<file path="src/design/bp_pkg.sv">
package bp_pkg;

    localparam int fetch_width = 4;                 // instruction slots per fetch group
    localparam int xlen = 32;
    localparam int offset_bits = 2;                 // byte offset, always zero for word aligned
    localparam int word_bytes = 4;

    localparam int bht_entries = 128;
    localparam int bht_index_bits = $clog2(bht_entries);
    localparam int history_bits = 7;                // also log2 of the pattern table size
    localparam int pht_entries = 1 << history_bits;

    localparam int btb_sets = 32;
    localparam int btb_ways = 4;
    localparam int btb_set_bits = $clog2(btb_sets);
    localparam int btb_tag_bits = xlen - btb_set_bits - offset_bits;   // 25

    localparam logic [1:0] counter_reset = 2'b01;   // weakly not taken
    localparam logic [xlen-1:0] group_bytes = fetch_width * word_bytes;

    // one fetch address, seen either by the history table or by the target buffer
    typedef union packed {
        struct packed {
            logic [xlen-bht_index_bits-offset_bits-1:0] upper;
            logic [bht_index_bits-1:0]                  index;
            logic [offset_bits-1:0]                     offset;
        } hist;
        struct packed {
            logic [btb_tag_bits-1:0]                    tag;
            logic [btb_set_bits-1:0]                    set_index;
            logic [offset_bits-1:0]                     offset;
        } btb;
    } bp_pc_t;

endpackage

</file>
<file path="src/design/fetch_redirect.sv">
`timescale 1ns/100ps

module fetch_redirect (
    input  logic [bp_pkg::xlen-1:0]                             pc,
    input  logic [bp_pkg::fetch_width-1:0]                      is_branch,
    input  logic [bp_pkg::fetch_width-1:0]                      is_valid,
    input  logic [bp_pkg::fetch_width-1:0]                      slot_taken,
    input  logic [bp_pkg::fetch_width-1:0]                      slot_hit,
    input  logic [bp_pkg::fetch_width-1:0][bp_pkg::xlen-1:0]    slot_target,
    output logic [bp_pkg::xlen-1:0]                             next_pc,
    output logic [bp_pkg::fetch_width-1:0]                      predictions
);

    logic [bp_pkg::fetch_width-1:0] candidate;   // slots able to redirect fetch
    logic                           found;

    // a slot redirects only with a direction and a target to go to
    assign candidate = is_branch & is_valid & slot_taken & slot_hit;

    always_comb begin
        next_pc = pc + bp_pkg::group_bytes;         // fall through to the next group
        predictions = '0;
        found = 1'b0;

        // oldest slot first, later slots are not fetched after a taken branch
        for (int i = 0; i < bp_pkg::fetch_width; i++) begin
            if (candidate[i] && !found) begin
                next_pc = slot_target[i];
                predictions[i] = 1'b1;
                found = 1'b1;
            end
        end
    end

endmodule

</file>
<file path="config.mk">
export PLATFORM = sky130hd
export DESIGN_NAME = fetch_redirect
export DESIGN_NICKNAME = d
export VERILOG_FILES = /design/src/design/bp_pkg.sv /design/src/design/fetch_redirect.sv
export SDC_FILE = /design/constraint.sdc
export NUM_CORES = 1
export LEC_CHECK = 0
export ABC_AREA = 1
export BUFFER_PORTS_ARGS = -buffer_cell sky130_fd_sc_hd__buf_2
export CAP_MARGIN = 10
export CELL_PAD_IN_SITES_DETAIL_PLACEMENT = 0
export CELL_PAD_IN_SITES_GLOBAL_PLACEMENT = 1
export CORE_UTILIZATION = 22
export DETAILED_ROUTE_END_ITERATION = 8
export PLACE_DENSITY_LB_ADDON = 0.1
export SYNTH_ARGS = -nofsm -noshare
export SYNTH_HDL_FRONTEND = slang
export SYNTH_SLANG_ARGS = --single-unit
</file>
<file path="constraint.sdc">
create_clock -name vclk -period 4.9
set_input_delay 0.98 -clock vclk [all_inputs]
set_output_delay 0.98 -clock vclk [all_outputs]
set_load 0.01 [all_outputs]
</file>
==> key figures, run 1 <==
Placement
  – Final HPWL DP: about 9100 µm
  – Minimum setup slack after placement: ~1.2 ns
  – Number of input and output port buffers inserted: ~210
  – Final weighted congestion in routability-driven placement: 0.821

Global routing
  – All-Layer GR Usage: 20.5%
  – Vias in the first global route: around 3600
  – Initial antenna violation count: 0
  – Overall overflow remaining after global route: 0
  – First-pass GRT wire length: 16700 µm
  – Maximum number of pins on one net before global-route repair: 53

Worst setup path
  – Type of the worst setup path: input port to primary output
  – Crit path DAT: about 2.7 ns
  – Buf/Inv on CP: 4
  – Most frequent cell on the critical path: sky130_fd_sc_hd__nand2_1
  – Highest cell delay on the worst timing path: approximately 0.35 ns
  – Element type at the critical path end: primary output
  – Ordered list of cells on the worst path: buf_2 -> nand2_1 -> nor2_1 -> buf_4 -> nor2_2 -> nand2_1 -> buf_4 -> o21ai_0 -> a21oi_1 -> nand2_1 -> nand2_1 -> nand2_1 -> buf_2
  – Startpoint types: input port
  – Worst path slowest cell: sky130_fd_sc_hd__buf_4
  – Cell count along the critical path: 13
  – Largest delay share family, worst path: buffers and inverters
  – Critical Path RT: between 3 and 4 ns
  – Biggest fanout along the worst timing path: 36

Drt
  – Post-detailed-route via-to-cell ratio: roughly 4.3
  – First-pass DRT Iterations: 4
  – Iteration-0 DRC Markers: 112
  – Wire length reported by the detailed router: roughly 11000 µm
  – Vias: 3628
  – Post-DRT Antenna Nets: 0
  – Remaining design rule violation count: 0
  – Average wire per cell in the routed design: around 13 µm

Synthesis
  – Synthesis Warnings: 0
  – Leading area contributor after synthesis: sky130_fd_sc_hd__nand2_1
  – Net Count, Synth: ~690
  – Share of synthesized area occupied by flip-flops and latches: 0%
  – Mapped Cells: slightly above 500
  – Area contributors post-synth: sky130_fd_sc_hd__nand2_1, sky130_fd_sc_hd__nor2_1, sky130_fd_sc_hd__a21oi_1
  – Share of the synthesized area in the top cell type: 39.9%
  – Post-Syn Area: 0.00215 mm²
  – Cell variety after synth: 25
  – Per-instance average area after synthesis: about 4.2 µm²

Pwr
  – Max rail drop VDD: around 29 µV
  – Leak: around 2.0 nW
  – Power per cell area: approximately 74 mW/mm²

Clocking
  – # Post-CTS Setup Buffers: 0
  – Number of buffers inserted by hold repair at cts: 0
  – Number of gates resized after CTS: 0

Floorplan
  – Cell Rows: 35
  – Number of top-level design ports: approximately 210
  – Initial standard-cell utilization of the core: 23.0%
  – Full die area: roughly 0.01 mm²
  – Die H: approximately 100 µm
  – X dimension of the die: 101 µm
  – Core Area: around 0.0094 mm²

Layout
  – Syn-to-layout area delta: 53.9%
  – Count of inserted antenna diode cells: 0
  – FF+latch count: 0
  – Proportion of layout cells with a drive suffix above 1: roughly a third
  – Final-layout fill cell count: about 1200
  – Clock Buffer Count: 0
  – FF+latch area: 0 µm²
  – Net total in the final layout: 885

Timing
  – Setup violators final: 0
  – Min Clock Period, post-route: approximately 3.7 ns
  – Max Slew Vio Count: 0
  – Slew at the pin closest to its max-slew limit: between 0.5 and 0.6 ns
  – Number of failing hold endpoints at the final stage: 0
  – Worst-case setup margin in the final layout: between 1 and 1.5 ns
  – Relative slew slack: ~64%
  – Total negative slack: 0 ns
  – Fmax: between 200 and 300 MHz
  – Setup repair after global routing missed its margin: no
  – Post-route clock period utilization: roughly three quarters

Worst hold path
  – Source of the worst hold timing path: slot_target[119]
  – Number of instances on the worst hold path: 4
  – Capture endpoint of the worst hold path: next_pc[23]
  – Path category of the worst min-delay check: input port to primary output

Job
  – Max capacitance violation total: 0

Outcome
  – Outcome: finished clean
cells in the final DEF, fill, tap and decap left out, drive strengths merged:
cell type	Yosys	routed
a21oi	34	34
a22oi	1	1
ha	1	1
o211ai	1	1
o21ai	30	30
xor2	3	3
nor2	97	97
or2	5	5
xnor2	3	3
o21bai	1	1
inv	43	43
nand4	4	4
buf	16	218
nand3	32	32
nand2	230	230
nor3	3	3
synth_stat cells, drive strengths merged:
master / count
nor3: 3
nand4: 4
xnor2: 3
buf: 16
clkbuf: 5
o21bai: 1
or2: 5
o211ai: 1
xor2: 3
a22oi: 1
o21ai: 30
inv: 43
nand3: 32
a21oi: 34
ha: 1
nand2: 230
nor2: 97
cells by family after synthesis:
group | count (synthesis) | synth area share (%)
xor gates and xnor gates | 6 | 2.44
adders and majority gates | 1 | 0.581
and+or+nand+nor | 371 | 68.5
AOI/OAI and AO/OA | 67 | 15.9
buffers and inverters | 64 | 12.6
power by group:
part,switching (mW),leakage [nW],internal [mW]
registers,0,0,0
logic,0.133,2.02,0.111
clock network,0,0,0
total,0.133,2.02,0.111
worst max-delay path by stage:
stage	start	endpoint	slack, ns
2_1_floorplan	is_branch[0]	next_pc[1]	1.86
3_3_place_gp	is_branch[0]	next_pc[11]	1.17
3_5_place_dp	is_valid[0]	next_pc[31]	1.16
4_1_cts	is_valid[0]	next_pc[31]	1.16
5_1_grt	is_valid[1]	next_pc[16]	0.96
6_report	is_branch[0]	next_pc[31]	1.18
final cells by class:
class | instances | area (µm²) | area share, %
inverter | 43 | 164 | 4.94
tap | 129 | 161 | 4.87
timing repair buffer | 218 | 1110 | 33.3
multi-input combinational | 445 | 1890 | 56.8
per-stage QoR:
stage	std cells	hold slack [ns]	instance area (µm²)	util (%)	total power, mW
final	835	2.24	3320	35.4	0.244
after floorplan	509	2.08	2150	-	0.114
after CTS	835	2.24	3320	35.4	0.248
after global placement	835	2.24	3320	35.4	0.247
after detailed placement	835	2.24	3320	35.4	0.247
after global routing	835	2.26	3320	35.4	0.279
layer usage:
metal | wire, µm | share of wire, % | up-vias | global-route usage (%)
met2 | 4840 | 46 | 125 | 34.9
met4 | 197 | 1.9 | 0 | 4.01
met1 | 4910 | 46 | 1505 | 27.6
met5 | 0 | 0 | - | 0
li1 | - | - | 1980 | -
met3 | 649 | 6.1 | 18 | 2.91
No activity file was read; power rests on OpenSTA's default activity.
==> run 2: changes to the inputs <==
--- a/config.mk
+++ b/config.mk
@@ -10,7 +10,7 @@
 export CAP_MARGIN = 10
 export CELL_PAD_IN_SITES_DETAIL_PLACEMENT = 0
 export CELL_PAD_IN_SITES_GLOBAL_PLACEMENT = 1
-export CORE_UTILIZATION = 22
+export CORE_UTILIZATION = 19
 export DETAILED_ROUTE_END_ITERATION = 8
 export PLACE_DENSITY_LB_ADDON = 0.1
 export SYNTH_ARGS = -nofsm -noshare
==> constraint.sdc (replaced) <==
create_clock -name vclk -period 3.22
set_input_delay 0.644 -clock vclk [all_inputs]
set_output_delay 0.644 -clock vclk [all_outputs]
set_load 0.01 [all_outputs]
==> run 2 against run 1 <==
First-iteration DRC count rose by 61%. Worst setup slack got worse by 0.77 ns. Die area rose by 15%. Critical path type unchanged. Largest power group unchanged.
==> key figures, run 2 (synthesis results as in run 1) <==
Outcome
  – Outcome: finished clean (unchanged)

Timing
  – Number of failing hold endpoints at the final stage: 0 (unchanged)
  – Max Slew Vio Count: 0 (unchanged)
  – Total negative slack: 0 ns (unchanged)
  – Relative slew slack: 73.0% (was 63.5%)
  – Setup repair after global routing missed its margin: no (unchanged)
  – Post-route clock period utilization: 87.4%
  – Fmax: between 300 and 400 MHz
  – Slew at the pin closest to its max-slew limit: 0.405 ns (was 0.547 ns)
  – Setup violators final: 0 (unchanged)
  – Worst-case setup margin in the final layout: 0.406 ns (was 1.18 ns)
  – Worst slack on hold paths: 1.57 ns (was 2.24 ns)
  – Min Clock Period, post-route: about 2.8 ns

Layout
  – Most common cell after layout, fill and taps aside: sky130_fd_sc_hd__nand2_1 (unchanged)
  – Clock Buffer Count: 0 (unchanged)
  – Syn-to-layout area delta: 57.3% (was 53.9%)
  – FF+latch count: 0 (unchanged)
  – Final cell utilization of the core: 31.0% (was 35.4%)
  – Net total in the final layout: 887 (was 885)
  – Commonest cells after routing, fill and taps aside: sky130_fd_sc_hd__nand2_1, sky130_fd_sc_hd__buf_2, sky130_fd_sc_hd__nor2_1 (unchanged)
  – Area used by multi-input combinational logic: 0.00189 mm² (about the same)
  – FF+latch area: 0 µm² (unchanged)
  – Count of inserted antenna diode cells: 0 (unchanged)
  – Final-layout fill cell count: 1372 (was 1209)
  – Proportion of layout cells with a drive suffix above 1: 33.1% (was 32.6%)

Floorplan
  – X dimension of the die: 108 µm (was 101 µm)
  – Number of top-level design ports: 212 (unchanged)
  – Die H: 108 µm (was 101 µm)
  – Core Area: 0.0109 mm² (was 0.00937 mm²)
  – Initial standard-cell utilization of the core: 19.7% (was 23.0%)
  – Cell Rows: 38 (was 35)
  – Full die area: 0.0118 mm² (was 0.0102 mm²)

Worst setup path
  – Crit path DAT: 2.17 ns (was 2.74 ns)
  – Startpoint types: input port (unchanged)
  – Element type at the critical path end: primary output (unchanged)
  – Critical Path RT: 2.58 ns (was 3.92 ns)
  – Biggest fanout along the worst timing path: 52 (was 36)
  – Type of the worst setup path: input port to primary output (unchanged)

Placement
  – Number of input and output port buffers inserted: 212 (unchanged)
  – Minimum setup slack after placement: 0.379 ns (was 1.16 ns)
  – Final weighted congestion in routability-driven placement: 0.805 (was 0.821)
  – Final HPWL DP: 9670 µm (was 9120 µm)

Drt
  – Length of routed met3 wiring: 868 µm (was 649 µm)
  – Post-detailed-route via-to-cell ratio: 4.42 (was 4.34)
  – Iteration-0 DRC Markers: 180 (was 112)
  – Average wire per cell in the routed design: 13.3 µm (was 12.7 µm)
  – Remaining design rule violation count: 0 (unchanged)
  – First-pass DRT Iterations: 6 (was 4)
  – Wire length reported by the detailed router: 11300 µm (was 10600 µm)
  – Uppermost layer routed: met4 (unchanged)
  – M1 wire length: 4320 µm (was 4910 µm)
  – Routed wl met2: 5970 µm (was 4840 µm)
  – Vias: 3745 (was 3628)
  – Post-DRT Antenna Nets: 0 (unchanged)

Global routing
  – Initial antenna violation count: 0 (unchanged)
  – Vias in the first global route: 3606 (was 3582)
  – First-pass GRT wire length: 17400 µm (was 16700 µm)
  – Maximum number of pins on one net before global-route repair: 53 (unchanged)
  – All-Layer GR Usage: 18.7% (was 20.5%)
  – Overall overflow remaining after global route: 0 (unchanged)

Pwr
  – Max rail drop VDD: 46.6 µV (was 28.6 µV)
  – Leak: 2.04 nW (was 2.02 nW)
  – Power per cell area: 112 mW/mm² (was 73.6 mW/mm²)
  – Power consumption: 0.381 mW (was 0.244 mW)

Worst hold path
  – Path category of the worst min-delay check: input port to primary output (unchanged)

Job
  – Max capacitance violation total: 0 (unchanged)

Clocking
  – Number of gates resized after CTS: 0 (unchanged)
  – Number of buffers inserted by hold repair at cts: 0 (unchanged)
  – # Post-CTS Setup Buffers: 0 (unchanged)
-- run 2: routing by layer --
layer  vias to the layer above  track usage (%)
li1                       1982                -
met1                      1600             21.1
met2                       155             37.8
met3                         8             2.11
met4                         0             2.12
met5                         -                0
-- run 2: critical path, stage by stage --
cell                      delay, ns
sky130_fd_sc_hd__buf_2         0.10
sky130_fd_sc_hd__nand2_1       0.08
sky130_fd_sc_hd__nor2_2        0.05
sky130_fd_sc_hd__buf_4         0.15
sky130_fd_sc_hd__inv_4         0.14
sky130_fd_sc_hd__nand2_2       0.12
sky130_fd_sc_hd__nor3_4        0.20
sky130_fd_sc_hd__buf_12        0.27
sky130_fd_sc_hd__a21oi_1       0.07
sky130_fd_sc_hd__a21oi_1       0.19
sky130_fd_sc_hd__buf_2         0.17
-- run 2: cell type report --
type,count,area share (%)
Multi-Input combinational cell,445,55.8
Timing Repair Buffer,220,34.2
Tap cell,140,5.17
Inverter,43,4.84
-- run 2: path summary, 6_finish.rpt --
path,startpoint,to,slack (ns),depth (start not counted)
worst min-delay path,slot_target[115],next_pc[19],1.57,4
worst max-delay path,slot_hit[0],next_pc[2],0.41,11
-- run 2: power breakdown --
part / leakage [nW] / internal (mW) / switching, mW / total [mW]
registers: 0 / 0 / 0 / 0
logic: 2.04 / 0.173 / 0.208 / 0.381
clock network: 0 / 0 / 0 / 0
total: 2.04 / 0.173 / 0.208 / 0.381
-- run 2: stage by stage --
step	area [µm²]	instances
4_1_cts	3390	848
3_5_place_dp	3390	848
3_3_place_gp	3390	848
6_report	3390	848
5_1_grt	3390	848
2_1_floorplan	2150	509
